==> src/include/accCpu_config.svh <==
`ifndef ACC_CPU_CONFIG_SVH
`define ACC_CPU_CONFIG_SVH

// --------------------
// instruction word layout
// --------------------
`define INSTR_W       16
`define OPCODE_W      6
`define OPERAND_W     10
// signed branch offset inside the operand
`define BR_OFF_W      6

// program counter and instruction store
`define INSTR_ADDR_W  10
`define INSTR_DEPTH   (1 << `INSTR_ADDR_W)

// accumulators and data store
`define DATA_W        8
`define DATA_ADDR_W   10
`define DATA_DEPTH    (1 << `DATA_ADDR_W)

// cycles allowed per program before the testbench gives up
`define CYCLE_LIMIT   200

`endif

==> src/accCpuPkg.sv <==
`include "accCpu_config.svh"

package accCpuPkg;

	// --------------------
	// opcodes
	// --------------------
	// zero must stay NOP, unloaded store words decode as NOP
	// codes not listed here also behave as NOP
	typedef enum logic [`OPCODE_W-1:0] {
		NOP  = 6'd0,
		LDCA = 6'd1,
		LDCB = 6'd2,
		LDA  = 6'd3,
		LDB  = 6'd4,
		STA  = 6'd5,
		STB  = 6'd6,
		ADDA = 6'd7,
		ADDB = 6'd8,
		SUBA = 6'd9,
		SUBB = 6'd10,
		BEQ  = 6'd11,
		BNE  = 6'd12,
		JMP  = 6'd13,
		HALT = 6'd14
	} opcodeE;

	// --------------------
	// operand views
	// --------------------
	// constant view, value in the low byte
	typedef struct packed {
		logic [`OPERAND_W-`DATA_W-1:0] pad;
		logic [`DATA_W-1:0]            value;
	} immS;

	// relative branch view, offset counts from pc+1
	typedef struct packed {
		logic [`OPERAND_W-`BR_OFF_W-1:0] pad;
		logic signed [`BR_OFF_W-1:0]     offset;
	} brOffS;

	// one operand word, decoded per opcode
	typedef union packed {
		logic [`DATA_ADDR_W-1:0] addr;
		immS                     imm;
		brOffS                   br;
	} operandU;

	typedef struct packed {
		opcodeE  opcode;
		operandU operand;
	} instrS;

	// redirect from execute back to fetch
	typedef struct packed {
		logic                     taken;
		logic [`INSTR_ADDR_W-1:0] target;
	} branchS;

	// program load port, only used under reset
	typedef struct packed {
		logic                     en;
		logic [`INSTR_ADDR_W-1:0] addr;
		logic [`INSTR_W-1:0]      word;
	} progWriteS;

	// data memory write
	typedef struct packed {
		logic                    en;
		logic [`DATA_ADDR_W-1:0] addr;
		logic [`DATA_W-1:0]      data;
	} storeS;

	// visible machine state before the current instruction
	typedef struct packed {
		logic [`INSTR_ADDR_W-1:0] pc;
		logic [`DATA_W-1:0]       a;
		logic [`DATA_W-1:0]       b;
		logic                     halted;
	} archStateS;

endpackage

==> src/instrFetch.sv <==
`timescale 1ns/10ps

`include "accCpu_config.svh"

module instrFetch (
	input  logic                     clk,
	input  logic                     reset,
	input  accCpuPkg::branchS        branch,
	output logic [`INSTR_ADDR_W-1:0] pc
);

	// candidate addresses
	logic [`INSTR_ADDR_W-1:0] pcSeq;
	logic [`INSTR_ADDR_W-1:0] pcNext;

	// --------------------
	// next address select
	// --------------------
	// sequential step, wraps at the top of the store
	assign pcSeq = pc + 1'b1;

	// taken redirect wins over the increment
	// halt arrives here as a branch to the current pc
	always_comb begin
		if (branch.taken) begin
			pcNext = branch.target;
		end else begin
			pcNext = pcSeq;
		end
	end

	// --------------------
	// pc register
	// --------------------
	// updates every edge, no stall input
	always_ff @(posedge clk) begin
		if (reset) begin
			pc <= '0;
		end else begin
			pc <= pcNext;
		end
	end

endmodule

==> config.mk <==
export PLATFORM = sky130hd
export DESIGN_NAME = instrFetch
export DESIGN_NICKNAME = d
export VERILOG_FILES = /design/src/accCpuPkg.sv /design/src/instrFetch.sv
export VERILOG_INCLUDE_DIRS = /design/src /design/src/include
export SDC_FILE = /design/constraint.sdc
export NUM_CORES = 1
export LEC_CHECK = 0
export BUFFER_PORTS_ARGS = -buffer_cell sky130_fd_sc_hd__buf_2
export CORE_AREA = 4 4 41 43
export DETAILED_ROUTE_END_ITERATION = 12
export DIE_AREA = 0 0 45 47
export HOLD_SLACK_MARGIN = 0.06
export PLACE_DENSITY = 0.67
export REMOVE_ABC_BUFFERS = 1
export SYNTH_ARGS = -nofsm -noshare
export SYNTH_HDL_FRONTEND = slang
export SYNTH_SLANG_ARGS = --single-unit
==> constraint.sdc <==
create_clock -name clk -period 1.9 [get_ports clk]
set_input_delay 0.095 -clock clk [delete_from_list [all_inputs] [get_ports clk]]
set_output_delay 0.095 -clock clk [all_outputs]
set_load 0.01 [all_outputs]
==> run_results.csv <==
group,metric,value,unit
sta,fin_crit_sh,78.4,%
grt,grt_pass1_vias,397,
route,finalWirelength,1090,um
synth,syn_area_per_cell,8.61,um^2
finish,regMostFlops,"pc",
clocking,htreeDepth,1,
sta,relSlewSlack,72.7,%
placement,placedInstanceArea,621,um^2
route,vias_per_cell,5.28,
route,vias,507,
sta,tightest_slew,410,ps
finish,finalInstanceArea,643,um^2
route,antenna_left,0,
critical_path,criticalPathCategory,"reg -> reg",
power,p_comb_share,15.7,%
hold_path,min_path_type,"in -> reg",
grt,grt_max_degree,15,
synth,yosysUniqueCellTypes,20,
synth,synth_xor_area_share,5.26,%
finish,area_delta_synth_final,28.8,%
placement,place_congestion,0.751,
synth,syn_inst,58,
power,p_clk_share,31.0,%
clocking,cts_tree,"built",
sta,drv_slew,0,
critical_path,worst-path-stages,4,
synth,ys_seq_area_share,40.1,%
critical_path,cp.required,2080,ps
sta,fin_tns_setup,0,ps
sta,rsz0062_at_grt,"false",
critical_path,critPathMaxStageDelay,410,ps
critical_path,crit_arrival,1670,ps
synth,synth_top_area_share,40.1,%
power,p_leak,0.000284,uW
synth,synth_mux_area_share,2.01,%
synth,synth_compound_area_share,21.3,%
sta,fin_skew,4.62,ps
run_status,status,"finished clean",
die,die_w,45,um
clocking,clock_sinks,10,
route,drt_iter0_markers,9,
synth,netlist_top_cells_area,"dfxtp_1 40%, a311oi_1 7.0%, nor2_1 6.8%",
die,core,1300,um^2
sta,hold_viol,0,
route,route.detailed.drc,0,
grt,grt_first_pass_wirelength,1630,um
die,rows,13,
critical_path,cp_top_family,"simple AND/OR/NAND/NOR gates",
critical_path,rr_startpoint,"pc[0]",
run,drv_cap,0,
die,die_height,47,um
finish,reg_top3,"pc (10)",
power,switching_power,127,uW
sta,setup_violations,0,
power,ir_drop,0.431,mV
clocking,cts_resized,0,
die,io_pins,23,
critical_path,endpoint,"pc[8]",
critical_path,crit_path_cell_trace,"ha_1 -> nand3_1 -> or3_2 -> a311oi_1",
synth,synth_top_family_by_area,"simple AND/OR/NAND/NOR gates",
critical_path,crit_start,"pc[0]",
synth,syn_area,499,um^2
critical_path,crit_slowest_cell,"dfxtp_1",
critical_path,end_kind,"flop",
clocking,cts-root-buf,"clkbuf_4",
finish,fin_nets,97,
route,dr.pass1.iters,4,
placement,io_buffers,22,
critical_path,reg2reg_depth,4,
grt,grt_overflow,0,
critical_path,worstSetupStartpointType,"flop",
critical_path,cp.buffers_inverters,0,
clocking,cts_made_buffers,3,
die,initial_core_util,38.4,%
clocking,cts_buffer_depth,2,
power,powerDensity,716,nW/um^2
critical_path,r2r-end,"pc[8]",
synth,ys_warn_count,0,
grt,grt_usage,10.9,%
placement,detailed_place_hpwl,844,um
power,swShare,27.6,%
die,dieArea,2120,um^2
synth,synthAdderAreaFrac,2.51,%
route,wire_per_inst,11.3,um
finish,fill_cells,154,
sta,fin_crit,1490,ps
clocking,cts_setup_buffers,0,
finish,drive_gt1_share,35.8,%
synth,synth_simple_gate_area_share,25.1,%
sta,fmax,671,MHz
critical_path,cp_max_fo,6,
critical_path,r2r_slack,410,ps
synth,ys_ff_latch,10,
finish,num_antenna_cells,0,
power,seq_power_share,53.3,%
grt,antenna_found_initial,0,
clocking,clkTransAtPathRegs,60,ps
finish,largest_reg_flops,10,
clocking,hold_buffers,0,
clocking,clk_latency,260,ps
power,p_int,333,uW
synth,yosysTopAreaCell,"dfxtp_1",
placed cells by master (no fill, tap or decap), drive strengths merged:
| master | synthesis | final |
|---|---|---|
| a211oi | 2 | 2 |
| mux2i | 1 | 1 |
| a311oi | 4 | 4 |
| clkbuf | 2 | 3 |
| nor2 | 9 | 9 |
| xor2 | 3 | 3 |
| nand4 | 1 | 1 |
| or4 | 1 | 1 |
| o31ai | 1 | 1 |
| o31a | 1 | 1 |
| o21ai | 4 | 4 |
| buf | 0 | 22 |
| nand2 | 3 | 3 |
| dfxtp | 10 | 10 |
| a21oi | 2 | 2 |
| or3 | 3 | 3 |
| inv | 3 | 3 |
| a221oi | 1 | 1 |
| nand3 | 6 | 6 |
| ha | 1 | 1 |
worst min path at each step:
stage / start / end / slack [ps] / cells past startpoint
floorplan: reset / pc[2] / 160 / 1
global placement: branch[0] / pc[0] / 330 / 3
detailed placement: branch[0] / pc[0] / 340 / 3
CTS: branch[0] / pc[0] / 60 / 3
global route: branch[2] / pc[2] / 80 / 3
finish: branch[0] / pc[0] / 60 / 3
worst register-to-register path: stages, from the launching register on:
cell	delay, ps
dfxtp_1	410
ha_1	250
nand3_1	100
or3_2	410
a311oi_1	240
power groups by stage:
stage	clock, uW	combinational [uW]	sequential [uW]
CTS	149	73.7	246
global placement	0	73.7	250
global route	158	81.9	248
floorplan	0	30.2	255
finish	143	72.4	245
detailed placement	0	73.2	250
per-stage QoR:
| step | util [%] | std cells | power, uW | setup slack, ps | hold WS [ps] |
|---|---|---|---|---|---|
| after floorplan | - | 56 | 285 | 431 | 164 |
| after global routing | 49.4 | 96 | 488 | 276 | 80.2 |
| after CTS | 49.4 | 96 | 468 | 390 | 63.5 |
| after global placement | 47.7 | 93 | 323 | 434 | 327 |
| final | 49.4 | 96 | 461 | 410 | 64.8 |
| after detailed placement | 47.7 | 93 | 324 | 404 | 338 |
cell families (layout without fill, tap and decap cells):
| group | Yosys count | after routing |
|---|---|---|
| AO/OA/AOI/OAI | 15 | 15 |
| multiplexers | 1 | 1 |
| XOR/XNOR | 3 | 3 |
| adder cells (fa/ha/maj) | 1 | 1 |
| buffers and inverters | 5 | 28 |
| AND/OR/NAND/NOR | 23 | 23 |
| flip-flops | 10 | 10 |
cells in the mapped netlist:
library cell,count
nand3_1,6
clkbuf_1,2
xor2_1,3
nand2_1,3
a311oi_1,4
or3_2,2
or3_1,1
ha_1,1
or4_1,1
o21ai_0,4
o31a_2,1
o31ai_1,1
mux2i_1,1
inv_1,3
a221oi_1,1
dfxtp_1,10
nand4_4,1
nor2_1,9
a211oi_1,2
a21oi_1,2
cell type report:
type / count / area, um^2 / share of cell area (%)
Tap cell: 15 / 18.8 / 2.92
Timing Repair Buffer: 22 / 110 / 17.1
Sequential cell: 10 / 200 / 31.1
Inverter: 3 / 11.3 / 1.75
Multi-Input combinational cell: 43 / 280 / 43.6
Clock buffer: 3 / 22.5 / 3.50
routing by layer:
metal	routed length (um)	GRT usage (%)	share of wire (%)
met1	463	13.3	43
met4	11	5.26	1.0
met2	474	15.5	44
met3	135	6.13	12
met5	0	0	0
Power figures use the tool's default switching activity.
