## src/include/accCpu_config.svh

```systemverilog
`ifndef ACC_CPU_CONFIG_SVH
`define ACC_CPU_CONFIG_SVH

// --------------------
// instruction word layout
// --------------------
`define INSTR_W       16
`define OPCODE_W      6
`define OPERAND_W     10
// signed branch offset inside the operand
`define BR_OFF_W      6

// program counter and instruction store
`define INSTR_ADDR_W  10
`define INSTR_DEPTH   (1 << `INSTR_ADDR_W)

// accumulators and data store
`define DATA_W        8
`define DATA_ADDR_W   10
`define DATA_DEPTH    (1 << `DATA_ADDR_W)

// cycles allowed per program before the testbench gives up
`define CYCLE_LIMIT   200

`endif

```

## src/accCpuPkg.sv

```systemverilog
`include "accCpu_config.svh"

package accCpuPkg;

	// --------------------
	// opcodes
	// --------------------
	// zero must stay NOP, unloaded store words decode as NOP
	// codes not listed here also behave as NOP
	typedef enum logic [`OPCODE_W-1:0] {
		NOP  = 6'd0,
		LDCA = 6'd1,
		LDCB = 6'd2,
		LDA  = 6'd3,
		LDB  = 6'd4,
		STA  = 6'd5,
		STB  = 6'd6,
		ADDA = 6'd7,
		ADDB = 6'd8,
		SUBA = 6'd9,
		SUBB = 6'd10,
		BEQ  = 6'd11,
		BNE  = 6'd12,
		JMP  = 6'd13,
		HALT = 6'd14
	} opcodeE;

	// --------------------
	// operand views
	// --------------------
	// constant view, value in the low byte
	typedef struct packed {
		logic [`OPERAND_W-`DATA_W-1:0] pad;
		logic [`DATA_W-1:0]            value;
	} immS;

	// relative branch view, offset counts from pc+1
	typedef struct packed {
		logic [`OPERAND_W-`BR_OFF_W-1:0] pad;
		logic signed [`BR_OFF_W-1:0]     offset;
	} brOffS;

	// one operand word, decoded per opcode
	typedef union packed {
		logic [`DATA_ADDR_W-1:0] addr;
		immS                     imm;
		brOffS                   br;
	} operandU;

	typedef struct packed {
		opcodeE  opcode;
		operandU operand;
	} instrS;

	// redirect from execute back to fetch
	typedef struct packed {
		logic                     taken;
		logic [`INSTR_ADDR_W-1:0] target;
	} branchS;

	// program load port, only used under reset
	typedef struct packed {
		logic                     en;
		logic [`INSTR_ADDR_W-1:0] addr;
		logic [`INSTR_W-1:0]      word;
	} progWriteS;

	// data memory write
	typedef struct packed {
		logic                    en;
		logic [`DATA_ADDR_W-1:0] addr;
		logic [`DATA_W-1:0]      data;
	} storeS;

	// visible machine state before the current instruction
	typedef struct packed {
		logic [`INSTR_ADDR_W-1:0] pc;
		logic [`DATA_W-1:0]       a;
		logic [`DATA_W-1:0]       b;
		logic                     halted;
	} archStateS;

endpackage

```

## src/execUnit.sv

```systemverilog
`timescale 1ns/10ps

`include "accCpu_config.svh"

module execUnit (
	input  logic                     clk,
	input  logic                     reset,
	input  accCpuPkg::instrS         instr,
	input  logic [`INSTR_ADDR_W-1:0] pc,
	input  logic [`DATA_W-1:0]       rdData,
	output accCpuPkg::branchS        branch,
	output accCpuPkg::storeS         store,
	output accCpuPkg::archStateS     state
);

	// accumulators and halt flag
	logic [`DATA_W-1:0] a;
	logic [`DATA_W-1:0] b;
	logic               halted;

	// decoded fields
	accCpuPkg::opcodeE  op;
	accCpuPkg::operandU operand;

	// shared adder/subtractor
	logic               aluSub;
	logic [`DATA_W-1:0] aluX;
	logic [`DATA_W-1:0] aluY;
	logic [`DATA_W-1:0] aluOut;

	// next register values
	logic [`DATA_W-1:0] aNext;
	logic [`DATA_W-1:0] bNext;
	logic               haltNext;

	// branch helpers
	logic                     equal;
	logic [`INSTR_ADDR_W-1:0] pcPlusOne;
	logic [`INSTR_ADDR_W-1:0] brOffExt;
	logic [`INSTR_ADDR_W-1:0] brTarget;

	assign op      = instr.opcode;
	assign operand = instr.operand;

	// --------------------
	// alu
	// --------------------
	// SUBB is the only op with swapped inputs, B-A
	assign aluSub = (op == accCpuPkg::SUBA) || (op == accCpuPkg::SUBB);
	assign aluX   = (op == accCpuPkg::SUBB) ? b : a;
	assign aluY   = (op == accCpuPkg::SUBB) ? a : b;
	// 8 bit result, wraps mod 256
	assign aluOut = aluSub ? (aluX - aluY) : (aluX + aluY);

	// --------------------
	// register update
	// --------------------
	always_comb begin
		aNext    = a;
		bNext    = b;
		haltNext = halted;
		case (op)
			accCpuPkg::LDCA: aNext = operand.imm.value;
			accCpuPkg::LDCB: bNext = operand.imm.value;
			// memory read is combinational at operand.addr
			accCpuPkg::LDA: aNext = rdData;
			accCpuPkg::LDB: bNext = rdData;
			accCpuPkg::ADDA, accCpuPkg::SUBA: aNext = aluOut;
			accCpuPkg::ADDB, accCpuPkg::SUBB: bNext = aluOut;
			accCpuPkg::HALT: haltNext = 1'b1;
			// NOP, stores, branches and unknown codes leave A and B alone
			default: ;
		endcase
	end

	always_ff @(posedge clk) begin
		if (reset) begin
			a      <= '0;
			b      <= '0;
			halted <= 1'b0;
		end else begin
			a      <= aNext;
			b      <= bNext;
			halted <= haltNext;
		end
	end

	// --------------------
	// branch resolve
	// --------------------
	assign equal     = (a == b);
	assign pcPlusOne = pc + 1'b1;
	// sign extend the 6 bit offset to pc width
	assign brOffExt  = {{(`INSTR_ADDR_W - `BR_OFF_W){operand.br.offset[`BR_OFF_W-1]}},
		operand.br.offset};
	assign brTarget  = pcPlusOne + brOffExt;

	always_comb begin
		branch.taken  = 1'b0;
		branch.target = brTarget;
		case (op)
			accCpuPkg::BEQ: branch.taken = equal;
			accCpuPkg::BNE: branch.taken = !equal;
			// absolute, whole operand is the target
			accCpuPkg::JMP: begin
				branch.taken  = 1'b1;
				branch.target = operand.addr;
			end
			// spin on the HALT word, fetch needs no halt logic
			accCpuPkg::HALT: begin
				branch.taken  = 1'b1;
				branch.target = pc;
			end
			default: ;
		endcase
	end

	// --------------------
	// store and state out
	// --------------------
	// held off during reset so the program load cannot write data memory
	assign store.en   = ((op == accCpuPkg::STA) || (op == accCpuPkg::STB)) && !reset;
	assign store.addr = operand.addr;
	assign store.data = (op == accCpuPkg::STB) ? b : a;

	// values before the current instruction commits
	assign state.pc     = pc;
	assign state.a      = a;
	assign state.b      = b;
	assign state.halted = halted;

endmodule

```

## config.mk

```make
export PLATFORM = sky130hd
export DESIGN_NAME = execUnit
export DESIGN_NICKNAME = d
export VERILOG_FILES = /design/src/accCpuPkg.sv /design/src/execUnit.sv
export VERILOG_INCLUDE_DIRS = /design/src /design/src/include
export SDC_FILE = /design/constraint.sdc
export NUM_CORES = 1
export LEC_CHECK = 0
export ABC_AREA = 1
export BUFFER_PORTS_ARGS = -buffer_cell sky130_fd_sc_hd__buf_2
export CORE_AREA = 2 2 96 98
export DETAILED_ROUTE_END_ITERATION = 10
export DIE_AREA = 0 0 98 100
export PLACE_DENSITY = 0.63
export SLEW_MARGIN = 40
export SYNTH_ARGS = -nofsm -noshare
export SYNTH_HDL_FRONTEND = slang
export SYNTH_SLANG_ARGS = --single-unit
export TNS_END_PERCENT = 10
```

## constraint.sdc

```tcl
create_clock -name clk -period 3.6 [get_ports clk]
set_clock_uncertainty 0.2 [all_clocks]
set_input_delay 0.72 -clock clk [delete_from_list [all_inputs] [get_ports clk]]
set_output_delay 0.72 -clock clk [all_outputs]
set_load 0.005 [all_outputs]
```

==> results.txt <==
----------------------------------------------------
[Route]
  Count of routing violations after the opening detailed-route iteration ... 100
  Number of nets with antenna violations after detailed routing ... 0
  Number of detailed-routing iterations run before antenna repair ... 4
  Via/cell ratio ... 5.03
  Remaining DRCs ... 0
  Detailed-route wire length per cell ... 13.5 um
  Wire length reported by the detailed router ... 8030 um
  Routed vias ... 2996

[Place]
  Post-Place Worst Slack ... 0.0127 ns
  Total placed cells including tap cells ... 590
  Global placement routability congestion ... 0.907
  Estimated wirelength of the detail-placed design ... 6730 um
  Instance area at placement ... 3020 um2
  Buffers on Ports ... 92

[Floorplanning]
  Initial core utilization ... 0.287
  Placement row count ... 35
  Horizontal die dimension ... 98 um
  Die Height ... 100 um
  Number of top-level pins ... 93
  Core region area ... 8890 um2
  Area of the die ... 9800 um2

[Timing]
  Final-layout setup total negative slack ... 0 ns
  Share of the cycle needed by the critical path after routing ... 0.960
  Minimum period implied by the final worst setup slack ... 3.46 ns
  Final hold slack ... 0.270 ns
  Worst slew margin relative to its limit ... 0.661
  Slew of the pin with the lowest slew margin ... 0.508 ns
  Hold Violations, Final ... 0
  Setup slack after layout ... 0.144 ns
  Total count of max-transition violations in the final report ... 0
  Number of endpoints failing setup at the final stage ... 0
  Achievable Freq ... 289 MHz

[Global routing]
  Leftover overflow at the end of global routing ... 0
  Maximum number of pins on one net before global-route repair ... 16
  Initial antenna violation count ... 0
  First-pass GRT wire length ... 13100 um
  Overall track demand over capacity in global routing ... 0.159
  Vias in the first global route ... 2868

[Logic synthesis]
  Number of warnings issued by yosys ... 0
  Simple-gate share of the synthesized area ... 0.312
  Instance count of the mapped netlist ... 406
  Number of synthesized register bits ... 17
  Count of flip-flops with a built-in enable after synthesis ... 0
  Count of cell types in the netlist ... 44
  Post-synthesis adder-cell area fraction ... 0.0893
  Sequential-to-total area share from yosys stat ... 0.134
  Cell area after synthesis ... 2550 um2
  Syn_nets ... 459
  Combinational family with the most area after synthesis ... simple AND/OR/NAND/NOR gates
  Synthesized area divided by synthesized cell count ... 6.28 um2
  Synth Area in XOR/XNOR ... 0.0687
  Synth async-reset ratio ... 0
  Synth Area in Compound Gates ... 0.240
  Dominant register cell in the synthesized netlist ... dfxtp_1
  Portion of netlist area occupied by mux cells ... 0.00442

[Power and ir drop]
  P_leak ... 1.59 nW
  VDD IR-drop max ... 0.000112 V
  Cell area power density ... 244 nW/um2
  PnR Total Power ... 0.759 mW

[Hold path]
  Worst min path class ... register to register
  Hold-critical path depth ... 1

[Clock network]
  Clock tree from TritonCTS ... yes
  Clock root buffer ... clkbuf_8
  Maximum number of buffers from clock root to sink ... 2
  Clock sink count ... 17
  Total number of H-tree levels ... 1
  Number of clock buffers inserted by TritonCTS ... 3
  Count of hold-fix buffers inserted at cts ... 0
  Clk Latency, worst-skew pair ... 0.24 ns
  Clock transition at the registers of the reported paths ... 0.06 ns

[Layout]
  Synthesis-to-finish area growth ... 22.3%
  Final design utilization ... 0.351
  Final cell area excluding filler cells ... 3120 um2
  Number of antenna repair diodes ... 0
  Fill cell count ... 981
  Leading cell type in the layout, fill and taps excluded ... nand2_1
  Commonest non-fill, non-tap cells in the layout ... 100 x nand2_1, 92 x buf_2, 48 x inv_1
  Final instance count without filler cells ... 596
  Fraction of final layout cells with drive strength greater than 1 ... 0.311
  Layout Nets ... 539

[Setup path]
  Largest fanout on the critical path ... 4
  CP Data Required Time ... 2.68 ns
  Startpoint kind of the worst setup timing path ... input port
  Classification of the worst setup path ... input port to output port
  Worst reg-to-reg path cell count ... 14
  Critical Path Sink Type ... output port
  Critical path arrival ... 2.54 ns

[Run status]
  Run status ... finished clean

[Run]
  Maximum capacitance violations ... 0

----------------------------------------------------
registers in the layout (all words and copies together) (netlist names):
| register | flops |
|---|---|
| halted | 1 |
| a | 8 |
| b | 8 |
power by group:
part	leakage, nW	switching (mW)	total [mW]	internal [mW]
Clock	0.0228	0.0598	0.138	0.0783
Combinational	1.43	0.240	0.413	0.173
Sequential	0.138	0.0117	0.208	0.196
Total	1.59	0.312	0.759	0.447
Yosys cell counts, drive strengths merged, types with 2 or more instances:
master | n | area, um2
a21o | 2 | 15.0
nand4 | 3 | 18.8
xor2 | 13 | 114
or2 | 2 | 12.5
buf | 22 | 169
nor4 | 2 | 12.5
ha | 15 | 188
o211ai | 7 | 52.6
o21ai | 38 | 201
nand2 | 115 | 467
dfxtp | 17 | 340
nand3 | 24 | 148
a221oi | 7 | 61.3
xnor2 | 7 | 61.3
nor3 | 2 | 10.0
a31oi | 9 | 56.3
o21bai | 2 | 15.0
inv | 53 | 199
a21oi | 19 | 103
clkbuf | 5 | 18.8
a22oi | 2 | 15.0
fa | 2 | 40.0
nor2 | 24 | 120
o2bb2ai | 2 | 17.5
o22ai | 3 | 18.8
cells by family after synthesis:
kind of cell / count (synthesis)
buffers and inverters: 80
XOR/XNOR: 20
flip-flops: 17
multiplexers: 1
AND/OR/NAND/NOR: 173
adder cells (fa/ha/maj): 17
AO/OA/AOI/OAI: 98
metal layers:
layer	vias up	share of wire	track usage	wire (um)
met5	-	0	0	0
met4	0	0.029	0.0609	235
met3	17	0.056	0.0195	446
met2	122	0.50	0.297	4010
met1	1344	0.42	0.185	3340
li1	1513	-	-	-
cell type report:
type	count	area, um2	area share
clock buffer	4	45.0	0.0145
inverter	53	199	0.0638
multi-input combinational	309	1860	0.596
sequential	17	340	0.109
tap	111	139	0.0446
timing repair buffer	102	536	0.172
worst paths after layout:
kind	start	end	slack (ns)
max	instr[0]	branch[8]	0.14
min	halted	halted	0.27
max reg2reg	b[1]	b[7]	0.88
min reg2reg	halted	halted	0.27
worst max-delay path: stages:
cell and delay [ns]:
buf_2 0.12, inv_2 0.06, ha_2 0.18, inv_2 0.06
fa_2 0.37, nand3_2 0.08, nand3_2 0.07, nand2_2 0.08
nand2_1 0.06, a21oi_2 0.18, nor2_2 0.06, o21ai_2 0.15
a21oi_1 0.08, o21bai_1 0.12, buf_2 0.12
what timing repair did:
action,in CTS,in global routing
setup buffers,0,2
setup endpoints to repair,0,4
gates resized for setup,0,13
hold endpoints to repair,0,0
Note: power is estimated with default switching activity, not from simulation.
